===== src/verilog/regFile.sv =====
// regFile: 32x32 register file, one write port, two read ports with write-first bypass
`timescale 1ns/100ps
`default_nettype none

module regFile (
    input  logic        clk,
    input  logic        rst,
    input  logic        wrEn,
    input  logic [4:0]  wrAddr,
    input  logic [31:0] wrData,
    input  logic [4:0]  rdAddrA,
    input  logic [4:0]  rdAddrB,
    output logic [31:0] rdDataA,
    output logic [31:0] rdDataB
);

    logic [31:0] regs [32];

    always_ff @(posedge clk) begin
        if (rst) begin
            for (int i = 0; i < 32; i++) regs[i] <= '0;
        end else if (wrEn && wrAddr != 5'd0) begin
            regs[wrAddr] <= wrData;                    // $0 never written
        end
    end

    always_comb begin
        if (rdAddrA == 5'd0)
            rdDataA = '0;
        else if (wrEn && wrAddr == rdAddrA)
            rdDataA = wrData;                          // same-cycle bypass
        else
            rdDataA = regs[rdAddrA];
    end

    always_comb begin
        if (rdAddrB == 5'd0)
            rdDataB = '0;
        else if (wrEn && wrAddr == rdAddrB)
            rdDataB = wrData;
        else
            rdDataB = regs[rdAddrB];
    end

endmodule

`default_nettype wire


===== config.mk =====
export PLATFORM = sky130hd
export DESIGN_NAME = regFile
export DESIGN_NICKNAME = d
export VERILOG_FILES = /design/src/verilog/regFile.sv
export SDC_FILE = /design/constraint.sdc
export NUM_CORES = 2
export LEC_CHECK = 0
export BUFFER_PORTS_ARGS = -buffer_cell sky130_fd_sc_hd__buf_4
export CELL_PAD_IN_SITES_DETAIL_PLACEMENT = 1
export CELL_PAD_IN_SITES_GLOBAL_PLACEMENT = 1
export CORE_ASPECT_RATIO = 1.1
export CORE_UTILIZATION = 54
export DETAILED_ROUTE_END_ITERATION = 12
export GPL_TIMING_DRIVEN = 1
export PLACE_DENSITY_LB_ADDON = 0.1
export SLEW_MARGIN = 20
export SYNTH_ARGS = -nofsm -noshare
export SYNTH_HDL_FRONTEND = slang
export SYNTH_SLANG_ARGS = --single-unit

===== constraint.sdc =====
create_clock -name clk -period 2.55 [get_ports clk]
set_input_delay 0.1275 -clock clk [delete_from_list [all_inputs] [get_ports clk]]
set_output_delay 0.1275 -clock clk [all_outputs]
set_load 0.01 [all_outputs]

==> flow_summary.ini <==
[cts]
tritoncts = yes
cts.sink_count = 1024
clockRootBuffer = clkbuf_16
clockBufferDepth = 3
cts_inserted_buffers = 109
cts_max_level = 3
cts.clk_slew.worst_paths_ps = 80

[power_and_ir_drop]
pwr_density_cell_mw_per_mm2 = 648.3
leakage_nw = 23.06
vdd_drop_max_v = 0.0007226
finalPower_w = 0.04214

[final_layout]
top_register = regs
seq_area_mm2 = 0.03075
layout_common_cells = edfxtp_1 (1024), and2_1 (994), mux4_2 (375)
reg_top3 = regs x1024
layout_commonest_cell = edfxtp_1
largest_register_ffs = 1024
final_net_count = 4049
multi_input_area_mm2 = 0.02428
layout-drive-gt1-share_pct = 31.27
nFillCells = 8943
finalInstanceArea_mm2 = 0.06500
finish.utilization_pct = 64.42
syn2layout_area_growth_pct = 18.05

[place]
place.gp.congestion = 0.9426
placed_cell_area_mm2 = 0.05947
port_buffers = 113
pre_cts_ws_ps = -54.34
dpl.hpwl_um = 144300

[global_routing]
grt_first_pass_wirelength_um = 316300
grt_overflow_total = 0
antenna_found_initial = 19
track_usage_pct = 44.51
grt_pass1_vias = 41210
grt_max_degree = 64

[detailed_routing]
vias_per_cell = 7.344
routedWlPerCell_um = 41.92
wirelength_um = 228900
firstDrtPassIters = 6
drtAntennaViolNets = 0
post-route-drc-count = 0
vias = 40110
first_iter_violations = 5919

[hold_path]
min_from = rst
hold_path_end = regs[0][22]
hold_path_class = input pin to flip-flop
hold_depth = 2

[sta]
setup_violations = 41
relSlewSlack_pct = 30.81
hold_viol_final = 0
min_period_ps = 2721
fin_crit_sh_pct = 106.7
slew_viol_final = 0
fin_ws_ps = -170.6
worst_slew_pin_slew_ps = 1023
rsz0062_at_grt = true
clock.fmax_mhz = 367.6

[logic_synthesis]
synth_top_cell_by_area = edfxtp_1
syn_avg_cell_area_um2 = 14.48
synthCells = 3802
yosysSeqAreaShare_pct = 55.85
synthTopCellsByArea = edfxtp_1 (56%), mux4_2 (15%), and2_1 (11%)
ys_types = 52
ys_seq_elements = 1024
yosysWarnings = 0
synth_top_area_share_pct = 55.85
synth-edff-count = 1024
synthArstFlopShare_pct = 0
synth_flop_cell = edfxtp_1
syn-cell-area_mm2 = 0.05506

[floorplanning]
start_util_pct = 54.57
io_pins = 114
die-width_um = 306.5
row_count = 122
die_h_um = 336.9
die-area_mm2 = 0.1032
core_mm2 = 0.1009

[worst_setup_path]
path_max_fanout = 2
crit_type = flip-flop to primary output
setup.worst_path.end_class = primary output
crit_required_ps = 2420
worst_ep_arrival_time_ps = 2590
critPathLaunchType = flip-flop

[outcome]
outcome = finished, violations left
violations = setup timing

[run]
cap_violations = 0
[power by group]
part / internal (W) / leakage [nW] / switching [W]
sequential: 0.0195 / 9.75 / 0.000549
clock: 0.00862 / 1.66 / 0.00693
combinational: 0.00273 / 11.7 / 0.00386
total: 0.0308 / 23.1 / 0.0113
[Yosys cell counts, drive strengths merged (2+ instances only)]
library cell / number
or3: 2
a22oi: 107
nand2b: 5
clkbuf: 278
xnor2: 10
a221o: 11
a32oi: 9
nor3: 2
nand2: 64
a32o: 32
clkinv: 2
a21oi: 64
o2111ai: 6
nor2: 49
mux4: 375
mux2: 6
a221oi: 27
nor2b: 6
o221a: 15
nand3b: 5
o221ai: 38
mux2i: 330
and2: 996
buf: 135
o21ai: 63
o22ai: 37
or3b: 2
nand3: 13
a31oi: 11
edfxtp: 1024
or2: 34
o211ai: 2
a211oi: 32
[critical path, stage by stage, from the launching register on]
cell      delay [ps]
edfxtp_1         410
mux4_2           510
a22oi_2          200
buf_6            150
a21oi_2           60
a221o_2          400
buf_6            160
[layer usage]
metal,wire [um],GRT usage (%),vias to the layer above
li1,-,-,15020
met1,78280,55.57,20870
met2,104400,68.37,3353
met3,28650,11.62,862
met4,17510,30.63,6
met5,41,0,-
[cell families (layout without fill, tap and decap cells)]
kind of cell    count (synthesis)  in the layout  synth area share [%]
buf+inv                       415            669                 3.522
compound gates                457            457                 6.031
mux                           711            711                 21.46
flops                        1024           1024                 55.85
xor+xnor                       10             10                0.1591
simple gates                 1184           1184                 12.98
other cells                     1             42              0.006811
[worst max path at each step]
stage                       from     endpoint  slack (ps)  cells past startpoint
CTS                 regs[31][26]  rdDataB[26]        -150                      5
global route        regs[31][13]  rdDataB[13]        -190                      6
finish              regs[31][14]  rdDataB[14]        -170                      6
global placement      rdAddrB[4]  rdDataB[11]         -40                      9
floorplan              wrAddr[2]  regs[17][0]         660                      4
detailed placement    rdAddrB[4]   rdDataB[2]         -50                     11
[final cells by class]
type	count	area share, %
Multi-Input combinational cell	2394	37.35
Clock buffer	132	4.460
Clock inverter	67	0.7084
Antenna cell	10	0.03850
Timing Repair Buffer	468	7.501
Sequential cell	1024	47.31
Tap cell	1364	2.626
Inverter	2	0.01155
[per-stage QoR]
stage	instances	TNS [ps]	hold slack (ps)
4_1_cts	5444	-2380	347.6
3_3_place_gp	5203	-43.80	523.0
5_1_grt	5453	-3603	384.9
2_1_floorplan	3833	0	325.7
3_5_place_dp	5203	-121.9	535.7
6_report	5461	-2565	376.9
[what timing repair did]
action                     CTS  global route
setup endpoints to repair   62            60
hold endpoints to repair   957             0
gates cloned                 0             0
pin swaps                  118            39
setup buffers               13             6
hold buffers                33             0
gates resized for setup    282            82
No activity file was read; power rests on OpenSTA's default activity.
