File: src/verilog/cpuPkg.sv
// data memory sizing, writeback and memory-op encodings, back-end stage payloads
`default_nettype none

package cpuPkg;

    localparam int DMEM_WORDS = 256;                   // data memory depth in 32-bit words
    localparam int DMEM_AW    = $clog2(DMEM_WORDS);    // word address width

    // writeback source, same order as the result mux inputs
    typedef enum logic [1:0] {
        WB_PCPLUS8 = 2'd0,                             // link value for jal/jalr
        WB_ALU     = 2'd1,
        WB_OUTB    = 2'd2,                             // move-to value
        WB_DMOUT   = 2'd3                              // aligned load data
    } WbSelType;

    typedef enum logic [3:0] {
        MEM_NONE = 4'd0,
        MEM_LB   = 4'd1,
        MEM_LBU  = 4'd2,
        MEM_LH   = 4'd3,
        MEM_LHU  = 4'd4,
        MEM_LW   = 4'd5,
        MEM_SB   = 4'd6,
        MEM_SH   = 4'd7,
        MEM_SW   = 4'd8
    } MemOpType;

    // executed instruction as handed over by the execute stage
    typedef struct packed {
        logic        valid;
        logic [31:0] pc;
        logic [31:0] aluOut;                           // effective address for loads/stores
        logic [31:0] outB;                             // store data or move-to value
        logic [4:0]  dst;
        WbSelType    wbSel;
        logic        regWr;
        MemOpType    memOp;
    } ExMemBus;

    // registered beside the read word, mem2 still needs memOp and addr[1:0]
    typedef struct packed {
        logic        valid;
        logic [31:0] pc;
        logic [31:0] aluOut;
        logic [31:0] outB;
        logic [4:0]  dst;
        WbSelType    wbSel;
        logic        regWr;
        MemOpType    memOp;
    } MemM2Bus;

    typedef struct packed {
        logic        valid;
        logic [31:0] pc;
        logic [31:0] aluOut;
        logic [31:0] outB;
        logic [4:0]  dst;
        WbSelType    wbSel;
        logic        regWr;
        logic [31:0] dmOut;                            // extended load result
    } M2WbBus;

endpackage

`default_nettype wire

File: src/verilog/wbStage.sv
// wbStage: writeback result mux and register write gating
`timescale 1ns/100ps
`default_nettype none

module wbStage
    import cpuPkg::*;
(
    input  M2WbBus      wbReq,
    input  logic        disWr,
    output logic [31:0] wbResult,
    output logic [4:0]  wbDst,
    output logic        wbWrite
);

    always_comb begin
        case (wbReq.wbSel)
            WB_PCPLUS8: wbResult = wbReq.pc + 32'd8;   // return address past the delay slot
            WB_ALU:     wbResult = wbReq.aluOut;
            WB_OUTB:    wbResult = wbReq.outB;
            default:    wbResult = wbReq.dmOut;
        endcase
    end

    assign wbDst = wbReq.dst;

    // disWr only masks the current cycle, the instruction itself stays
    assign wbWrite = wbReq.valid & wbReq.regWr & (wbReq.dst != 5'd0) & ~disWr;

endmodule

`default_nettype wire
File: config.mk
export PLATFORM = sky130hd
export DESIGN_NAME = wbStage
export DESIGN_NICKNAME = d
export VERILOG_FILES = /design/src/verilog/cpuPkg.sv /design/src/verilog/wbStage.sv
export SDC_FILE = /design/constraint.sdc
export NUM_CORES = 1
export LEC_CHECK = 0
export BUFFER_PORTS_ARGS = -buffer_cell sky130_fd_sc_hd__buf_2
export CAP_MARGIN = 40
export CORE_AREA = 2 2 68 70
export DETAILED_ROUTE_END_ITERATION = 8
export DIE_AREA = 0 0 70 72
export PLACE_DENSITY = 0.83
export SLEW_MARGIN = 20
export SYNTH_ARGS = -nofsm -noshare
export SYNTH_HDL_FRONTEND = slang
export SYNTH_SLANG_ARGS = --single-unit
File: constraint.sdc
create_clock -name vclk -period 2.2
set_input_delay 0.33 -clock vclk [all_inputs]
set_output_delay 0.33 -clock vclk [all_outputs]
set_load 0.03 [all_outputs]
==> metrics.md <==
| Metric | Value |
|---|---|
| Outcome | finished, violations left |
| Failing checks | negative setup slack |
| DIE HEIGHT | 72 um |
| Placement-stage cell area | 0.00251 mm2 |
| Top Ports | 176 |
| First-pass DRT Iterations | 4 |
| FILL cells | 361 |
| CP Cell Sequence | buf_8 > ha_4 > and3_4 > and4_4 > and3_4 > xor2_1 > mux4_2 > buf_6 |
| Placed cell count | 380 |
| Syn avg cell area | 9.86 um2 |
| Worst hold path type | in2out |
| Total GRT Usage | 22.7% |
| Post-Syn Nets | 285 |
| Area of the multi-input gates | 0.00140 mm2 |
| Crit path required time | 1.87 ns |
| Area Growth Syn to Fin | 82.3% |
| Antenna diodes | 0 |
| Place WS | -0.155 ns |
| # setup viols final | 5 |
| Initial drt markers | 64 |
| Max Fanout on Critical Path | 5 |
| Slowest CP cell | mux4_2 |
| Placer Congestion | 0.812 |
| Critical Path Most Common Cell | and3_4 |
| Unique masters post-synth | 27 |
| RSZ-0062 raised after global routing | true |
| PnR worst setup slack | -0.0338 ns |
| P per Cell Area | 235 mW/mm2 |
| Post-Synthesis Cell Area | 0.00144 mm2 |
| Crit path to | wbResult[17] |
| Critical path origin | wbReq[107] |
| Rows | 24 |
| Setup CP Type | in2out |
| Total wire length | 6.32 mm |
| Minimum clock period | 2.23 ns |
| Register area | 0 um2 |
| Total negative slack | -0.105 ns |
| Post-Syn Instances | 146 |
| Worst slew pin tran | 0.296 ns |
| Slew Limit Fails | 0 |
| CP peak stage delay | 0.47 ns |
| Vias in the first global route | 2,072 |
| Pin count of the biggest net entering global routing | 45 |
| Routed vias | 2,058 |
| Critical path startpoint category | primary input |
| Initial core utilization | 33.7% |
| Post-Layout Cell Count | 383 |
| Fin crit share | 102% |
| YS warnings | 0 |
| Final nets | 472 |
| WL per Instance | 16.5 um |
| # DRC | 0 |
| Final Util | 61.5% |
| Rel. slew slack | 80.3% |
| Yosys top cell by area | mux4_2 |
| Final Hold Vio Count | 0 |
| Register area share after synthesis | 0% |
| Initial antenna violation count | 0 |
| First-pass GRT wire length | 9.36 mm |
| WHS | 0.924 ns |
| Flip-flop and latch count | 0 |
| Min-delay src | wbReq[38] |
| Clock buffers | 0 |
| Top cells by area, synth | mux4_2 (42%), xnor2_1 (10%), xor2_1 (5.5%) |
| Post-DP HPWL | 5.16 mm |
| Leakage | 1.31 nW |
| Die Area | 0.00504 mm2 |
| Critical Path End Type | output port |
| CTS Hold Buffers Added | 0 |
| CP arrival | 1.90 ns |
| Total Power | 0.615 mW |
| Finished Cell Area | 0.00262 mm2 |
| Max cap viols | 0 |
| Post-DRT Antenna Nets | 0 |
| Worst VDD drop | 0.000116 V |
| Share of cells above drive strength 1 | 74.0% |
| Fmax | 448 MHz |
| Remaining Overflow, GRT | 0 |
| Number of port buffers | 176 |
| Die span in x | 70 um |
| Core area | 0.00426 mm2 |
| Vias per cell | 5.37 |
| Yosys top cell area share | 42.3% |
worst min-delay path by stage:
stage	endpoint	slack (ns)	depth (start not counted)
6_report	wbDst[3]	0.92	2
5_1_grt	wbDst[0]	0.93	2
4_1_cts	wbDst[3]	0.92	2
3_5_place_dp	wbDst[3]	0.92	2
3_3_place_gp	wbDst[2]	0.92	2
2_1_floorplan	wbWrite	0.78	1
cell families (layout without fill, tap and decap cells):
family / after synthesis / in the layout / synth area share [%]
simple gates: 53 / 54 / 21.8
mux: 33 / 33 / 46.4
xor+xnor: 26 / 26 / 15.8
buf+inv: 19 / 203 / 7.91
compound gates: 14 / 14 / 7.13
fa+ha+maj: 1 / 1 / 0.869
layout by cell type, fill, tap and decap left out, drive strengths merged:
cell type    n
o32ai        1
xnor2       17
and3        11
mux4        27
a21oi        4
and2         3
buf        202
and4         6
inv          1
nor3         1
nand3       10
or4          1
ha           1
nand4        9
nand2        5
xor2         9
nor2b        1
nor2         6
mux2i        6
nand2b       1
a221oi       5
o21a         4
power by group:
part / internal (mW) / leakage, nW / switching, mW
combinational: 0.303 / 1.31 / 0.312
sequential: 0 / 0 / 0
clock: 0 / 0 / 0
total: 0.303 / 1.31 / 0.312
Yosys cell counts:
cell and n:
nand4_1 9, o32ai_1 1, buf_4 6, and4_4 2, a21oi_1 4, mux2i_1 6, nor3_1 1, and3_4 1
mux4_2 27, and3_1 10, and4_1 3, xor2_1 9, xnor2_1 17, ha_1 1, nand3_1 10, nor2_1 6
o21a_1 4, clkbuf_1 6, or4_1 1, buf_6 2, a221oi_1 5, and2_1 3, inv_1 1, nand2b_1 1
nand2_1 5, buf_2 4, nor2b_1 1
worst max-delay path: cells and delay by family:
kind | cells | cell delay (ns)
AND/OR/NAND/NOR | 3 | 0.55
multiplexers | 1 | 0.47
XOR/XNOR | 1 | 0.14
buffers and inverters | 2 | 0.26
adder cells (fa/ha/maj) | 1 | 0.15
timing repair:
action,CTS,global route
endpoints found under the setup margin,15,16
buffers inserted,1,2
cloned,1,0
resized for setup,23,9
pin swaps,7,2
layout make-up:
cell class / count / area share, %
multi-input combinational: 128 / 53.3
timing repair buffer: 202 / 44.0
inverter: 1 / 0.143
tap: 52 / 2.48
layer usage:
metal / vias up / global-route usage (%) / wire length, um / share of wire [%]
li1: 963 / - / - / -
met1: 949 / 23.5 / 2160 / 34
met2: 130 / 46.3 / 3520 / 56
met3: 16 / 4.03 / 492 / 7.8
met4: 0 / 6.41 / 140 / 2.2
met5: - / 0 / 0 / 0
Power figures use the tool's default switching activity.
