$ cat src/verilog/cpuPkg.sv
// data memory sizing, writeback and memory-op encodings, back-end stage payloads
`default_nettype none

package cpuPkg;

    localparam int DMEM_WORDS = 256;                   // data memory depth in 32-bit words
    localparam int DMEM_AW    = $clog2(DMEM_WORDS);    // word address width

    // writeback source, same order as the result mux inputs
    typedef enum logic [1:0] {
        WB_PCPLUS8 = 2'd0,                             // link value for jal/jalr
        WB_ALU     = 2'd1,
        WB_OUTB    = 2'd2,                             // move-to value
        WB_DMOUT   = 2'd3                              // aligned load data
    } WbSelType;

    typedef enum logic [3:0] {
        MEM_NONE = 4'd0,
        MEM_LB   = 4'd1,
        MEM_LBU  = 4'd2,
        MEM_LH   = 4'd3,
        MEM_LHU  = 4'd4,
        MEM_LW   = 4'd5,
        MEM_SB   = 4'd6,
        MEM_SH   = 4'd7,
        MEM_SW   = 4'd8
    } MemOpType;

    // executed instruction as handed over by the execute stage
    typedef struct packed {
        logic        valid;
        logic [31:0] pc;
        logic [31:0] aluOut;                           // effective address for loads/stores
        logic [31:0] outB;                             // store data or move-to value
        logic [4:0]  dst;
        WbSelType    wbSel;
        logic        regWr;
        MemOpType    memOp;
    } ExMemBus;

    // registered beside the read word, mem2 still needs memOp and addr[1:0]
    typedef struct packed {
        logic        valid;
        logic [31:0] pc;
        logic [31:0] aluOut;
        logic [31:0] outB;
        logic [4:0]  dst;
        WbSelType    wbSel;
        logic        regWr;
        MemOpType    memOp;
    } MemM2Bus;

    typedef struct packed {
        logic        valid;
        logic [31:0] pc;
        logic [31:0] aluOut;
        logic [31:0] outB;
        logic [4:0]  dst;
        WbSelType    wbSel;
        logic        regWr;
        logic [31:0] dmOut;                            // extended load result
    } M2WbBus;

endpackage

`default_nettype wire

$ cat src/verilog/mem2Stage.sv
// mem2Stage: load lane selection and sign or zero extension
`timescale 1ns/100ps
`default_nettype none

module mem2Stage
    import cpuPkg::*;
(
    input  MemM2Bus     memRsp,
    input  logic [31:0] rdWord,
    output M2WbBus      m2Out
);

    logic [7:0]  byteLane;
    logic [15:0] halfLane;
    logic [31:0] loadData;

    assign byteLane = rdWord[8*memRsp.aluOut[1:0] +: 8];
    assign halfLane = memRsp.aluOut[1] ? rdWord[31:16] : rdWord[15:0];   // addr[0] ignored

    always_comb begin
        case (memRsp.memOp)
            MEM_LB:  loadData = {{24{byteLane[7]}}, byteLane};
            MEM_LBU: loadData = {24'b0, byteLane};
            MEM_LH:  loadData = {{16{halfLane[15]}}, halfLane};
            MEM_LHU: loadData = {16'b0, halfLane};
            default: loadData = rdWord;                // lw, and don't care otherwise
        endcase
    end

    always_comb begin
        m2Out.valid  = memRsp.valid;
        m2Out.pc     = memRsp.pc;
        m2Out.aluOut = memRsp.aluOut;
        m2Out.outB   = memRsp.outB;
        m2Out.dst    = memRsp.dst;
        m2Out.wbSel  = memRsp.wbSel;
        m2Out.regWr  = memRsp.regWr;
        m2Out.dmOut  = loadData;
    end

endmodule

`default_nettype wire

$ cat config.mk
export PLATFORM = sky130hd
export DESIGN_NAME = mem2Stage
export DESIGN_NICKNAME = d
export VERILOG_FILES = /design/src/verilog/cpuPkg.sv /design/src/verilog/mem2Stage.sv
export SDC_FILE = /design/constraint.sdc
export NUM_CORES = 1
export LEC_CHECK = 0
export ABC_AREA = 1
export ABC_CLOCK_PERIOD_IN_PS = 3420
export BUFFER_PORTS_ARGS = -buffer_cell sky130_fd_sc_hd__buf_2
export CORE_AREA = 3 3 108 110
export DETAILED_ROUTE_END_ITERATION = 8
export DIE_AREA = 0 0 111 113
export PLACE_DENSITY_LB_ADDON = 0.08
export SLEW_MARGIN = 20
export SYNTH_ARGS = -nofsm -noshare
export SYNTH_HDL_FRONTEND = slang
export SYNTH_SLANG_ARGS = --single-unit
$ cat constraint.sdc
create_clock -name vclk -period 3.42
set_input_delay 0.684 -clock vclk [all_inputs]
set_output_delay 0.684 -clock vclk [all_outputs]
set_load 0.01 [all_outputs]
==> qor.txt, run 1 <==
Status - finished clean
Drt pass-1 iters - 4
HPWL after detailed placement - 4.59 mm
Die width - 111 um
Highest Clock Rate - 356 MHz
Peak supply drop - 0.0259 mV
Top Ports - 278
Power density cells - 152 nW/um2
Worst Hold Class - primary input to output port
Final Max Tran Viols - 0
Placed Cells - 402
Post-Syn Area - 1630 um2
Initial core utilization - 15.1%
Design Power - 0.205 mW
Via density - 3.70
Slowest-stage cell, CP - inv_2
Final antenna-violating net count - 0
Synth warn - 0
Final Core Density - 12.5%
Post-CTS Resized - 0
Area grow syn2layout - -16.9%
# setup viols final - 0
Routability Congestion - 0.715
Min-delay src - memRsp[93]
Hold_buf cts - 0
Critical path buffers and inverters - 4
Pre-CTS setup slack - 0.576 ns
Routed WL - 5.65 mm
Final setup margin - 0.608 ns
Drt wl/cell - 14.0 um
Placement Cell Area - 1350 um2
Sequential cell count - 0
Final worst-path cycle share - 82.2%
Crit-path most repeated cell - nand2_1
Yosys top cell area share - 48.5%
Setup crit start kind - primary input
RSZ-0062 raised after global routing - no
WP data required - 2.74 ns
Hold Path Stages - 0
Largest net degree at the start of global routing - 18
Setup repair bufs after CTS - 0
Port bufs - 72
Fill cells - 1,315
Critical path origin - memRsp[45]
Setup TNS - 0 ns
Worst hold slack - 1.37 ns
Finished Layout Cells - 402
Layout cells sized above 1 - 34.7%
Worst setup EP type - output port
Die area - 12,500 um2
CP Class - primary input to output port
Initial antenna violation count - 0
Fin. Hold Viols - 0
Crit path DAT - 2.13 ns
Max_cap viols - 0
Worst-margin pin slew - 0.377 ns
Commonest cells after routing, fill and taps aside - nand2_1, buf_2, nand3_1, inv_1, or2_2
Hold EP - m2Out[121]
Tot GR Track Use - 8.39%
Area leader, netlist - buf_4
Clock buffer count - 0
Synth unique cells - 14
Die height - 113 um
Finished Cell Area - 1350 um2
First-pass GRT wire length - 8.53 mm
DRC - 0
Register area share after synthesis - 0%
Largest cells by area after synthesis - buf_4, nand2_1, nand3_1
Avg Cell Area, Syn - 5.42 um2
Area of the core - 10,800 um2
Vias in the first global route - 1,513
Register area - 0 um2
Crit-path cells - buf_2 > inv_2 > nand2_1 > nand3_2 > nand3_4 > nand2_1 > inv_2 > nand2_1 > buf_2
Grt ovf - 0
Worst rel slew slack - 74.8%
Leakage - 0.865 nW
Critical path fanouts, max - 16
# rows - 38
First DRT Iteration DRCs - 56
Mapped Cells - 300
Most common cell after layout, fill and taps aside - nand2_1
Final #Nets - 405
Largest delay share family, worst path - buffers and inverters
Inserted Diodes - 0
Net count after synthesis - 441
Min Clock Period, post-route - 2.81 ns
Via count - 1,486
CP peak stage delay - 0.29 ns
==> power breakdown <==
group | switching, mW | internal (mW) | leakage [nW]
sequential | 0 | 0 | 0
clock | 0 | 0 | 0
combinational | 0.126 | 0.0791 | 0.865
==> how the worst max path moves through the flow <==
stage | slack [ns] | cells past startpoint | endpoint
5_1_grt | 0.44 | 9 | m2Out[31]
3_3_place_gp | 0.64 | 8 | m2Out[27]
6_report | 0.61 | 9 | m2Out[17]
2_1_floorplan | 1.17 | 8 | m2Out[16]
4_1_cts | 0.57 | 9 | m2Out[17]
3_5_place_dp | 0.58 | 9 | m2Out[17]
==> layer usage <==
layer | wire length, um | track usage [%]
met1 | 2460 | 10.6
met3 | 451 | 1.60
met4 | 291 | 4.93
met2 | 2440 | 13.3
met5 | 0 | 0
==> kinds of logic after synthesis <==
| kind of cell | Yosys count | share of synthesized area [%] |
|---|---|---|
| simple gates | 170 | 44.8 |
| buf+inv | 130 | 55.2 |
==> cell usage after synthesis <==
master    count
nand3_1      33
nor2_1        5
clkbuf_1      1
nand2_1     118
nor2_2        2
inv_1        15
nand3_4       1
or2_2         7
inv_2         2
buf_4       105
nand3_2       1
nand2_2       3
buf_2         6
buf_6         1
==> area by class of cell <==
| type | count | area [um2] | share of cell area (%) |
|---|---|---|---|
| inverter | 17 | 63.8 | 4.72 |
| multi-input combinational | 170 | 729 | 54.0 |
| tap | 140 | 175 | 13.0 |
| timing repair buffer | 75 | 383 | 28.3 |
Power figures use the tool's default switching activity.
==> run 2, diff against run 1 <==
ABC_AREA = 0   (was 1)
ABC_CLOCK_PERIOD_IN_PS = 2500   (was 3420)
clock period = 2.5 ns   (was 3.42 ns; I/O delays follow)
==> qor.txt, run 2 <==
Status - finished clean
Worst hold slack - 1.00 ns
Cell with the most instances after synthesis - buf_4
Vias in the first global route - 1,387
Worst setup EP type - output port
GR Util met1 - 10.8%
Area grow syn2layout - -11.4%
Net count after synthesis - 351
Avg Cell Area, Syn - 8.08 um2
Most common cell after layout, fill and taps aside - buf_2
Drt pass-1 iters - 6
Final worst-path cycle share - 97.1%
Worst-margin pin slew - 0.470 ns
Via density - 3.98
# setup viols final - 0
Post-CTS Resized - 0
Routed WL - 5.86 mm
Hold_buf cts - 0
Crit path DAT - 1.93 ns
Fill cells - 1,239
Die height - 113 um
Max_cap viols - 0
Setup TNS - 0 ns
Inserted Diodes - 0
Fin. Hold Viols - 0
Final antenna-violating net count - 0
Register area - 0 um2
Grt met3 use - 1.71%
Critical path fanouts, max - 8
Die area - 12,500 um2
Setup repair bufs after CTS - 0
First-pass GRT wire length - 8.69 mm
Layout cells sized above 1 - 53.6%
Sequential cell count - 0
Crit-path cells - buf_2 > mux4_2 > and3b_1 > a211o_1 > buf_2
Register area share after synthesis - 0%
Area occupied by multi-input gates - 811 um2
Initial core utilization - 15.7%
Worst rel slew slack - 68.6%
Power density cells - 202 nW/um2
CP Class - primary input to output port
Via count - 1,279
Largest delay share family, worst path - multiplexers
Area leader, netlist - buf_4
Post-synth top cells - buf_4, a21o_1, nand2_1
Peak supply drop - 0.0504 mV
Initial antenna violation count - 0
Final #Nets - 324
Slowest-stage cell, CP - mux4_2
Routability Congestion - 0.656
Clock buffer count - 0
Synth unique cells - 29
Grt ovf - 0
WP data required - 2.00 ns
# rows - 38
Highest Clock Rate - 412 MHz
Leakage - 0.783 nW
Largest cells by area after synthesis - buf_4, mux4_1, a21o_1
Critical path buffers and inverters - 2
Min Clock Period, post-route - 2.43 ns
CP peak stage delay - 0.50 ns
Final Max Tran Viols - 0
Yosys top cell area share - 47.3%
Worst Hold Class - primary input to output port
HPWL after detailed placement - 4.82 mm
Busiest grt layer - met2
Tot GR Track Use - 8.70%
Area of the core - 10,800 um2
Crit-path most repeated cell - buf_2
First DRT Iteration DRCs - 35
Commonest cells after routing, fill and taps aside - buf_2, a21o_1, buf_4, nand2_1, mux2i_1
Top Ports - 278
Largest net degree at the start of global routing - 28
Met2 Use GR - 14.8%
Port bufs - 72
Post-Syn Area - 1700 um2
Synth warn - 0
DRC - 0
Die width - 111 um
Mapped Cells - 210
Drt wl/cell - 18.2 um
RSZ-0062 raised after global routing - no
Setup crit start kind - primary input
## run 2: layout make-up
cell class | count | area share (%)
inverters | 3 | 0.749
multi-input cells | 90 | 54.0
well taps | 140 | 11.7
repair buffers | 88 | 33.6
## run 2: path summary, 6_finish.rpt
kind / startpoint / to / slack [ns] / depth (start not counted)
setup / recovery: memRsp[44] / m2Out[15] / 0.07 / 5
hold / removal: memRsp[76] / m2Out[104] / 1.00 / 0
## run 2: cells by family (layout without fill, tap and decap cells)
group / Yosys count / count (layout) / share of synthesized area (%)
adder cells (fa/ha/maj): 1 / 1 / 0.590
buffers and inverters: 120 / 91 / 52.2
XOR/XNOR: 1 / 1 / 0.516
AND/OR/NAND/NOR: 24 / 24 / 7.23
multiplexers: 22 / 22 / 19.9
AO/OA/AOI/OAI: 42 / 42 / 19.5
## run 2: stage by stage
step	total power, mW	instance area (um2)	instances	setup WS (ns)	util (%)
CTS	0.313	1500	321	0.0429	13.9
global placement	0.316	1500	321	0.0225	13.9
floorplan	0.335	1700	210	0.254	-
detailed placement	0.311	1500	321	0.0490	13.9
global route	0.336	1500	321	0.00153	13.9
finish	0.304	1500	321	0.0725	13.9
## run 2: metal layers
| layer | vias to the layer above | routed length, um |
|---|---|---|
| met2 | 72 | 2780 |
| met5 | - | 0 |
| met3 | 32 | 419 |
| met1 | 597 | 2450 |
| li1 | 578 | - |
| met4 | 0 | 204 |
## run 2: report_power, final
part	internal (mW)	switching, mW	leakage [nW]	total [mW]
sequential	0	0	0	0
combinational	0.150	0.153	0.783	0.304
clock	0	0	0	0
total	0.150	0.153	0.783	0.304
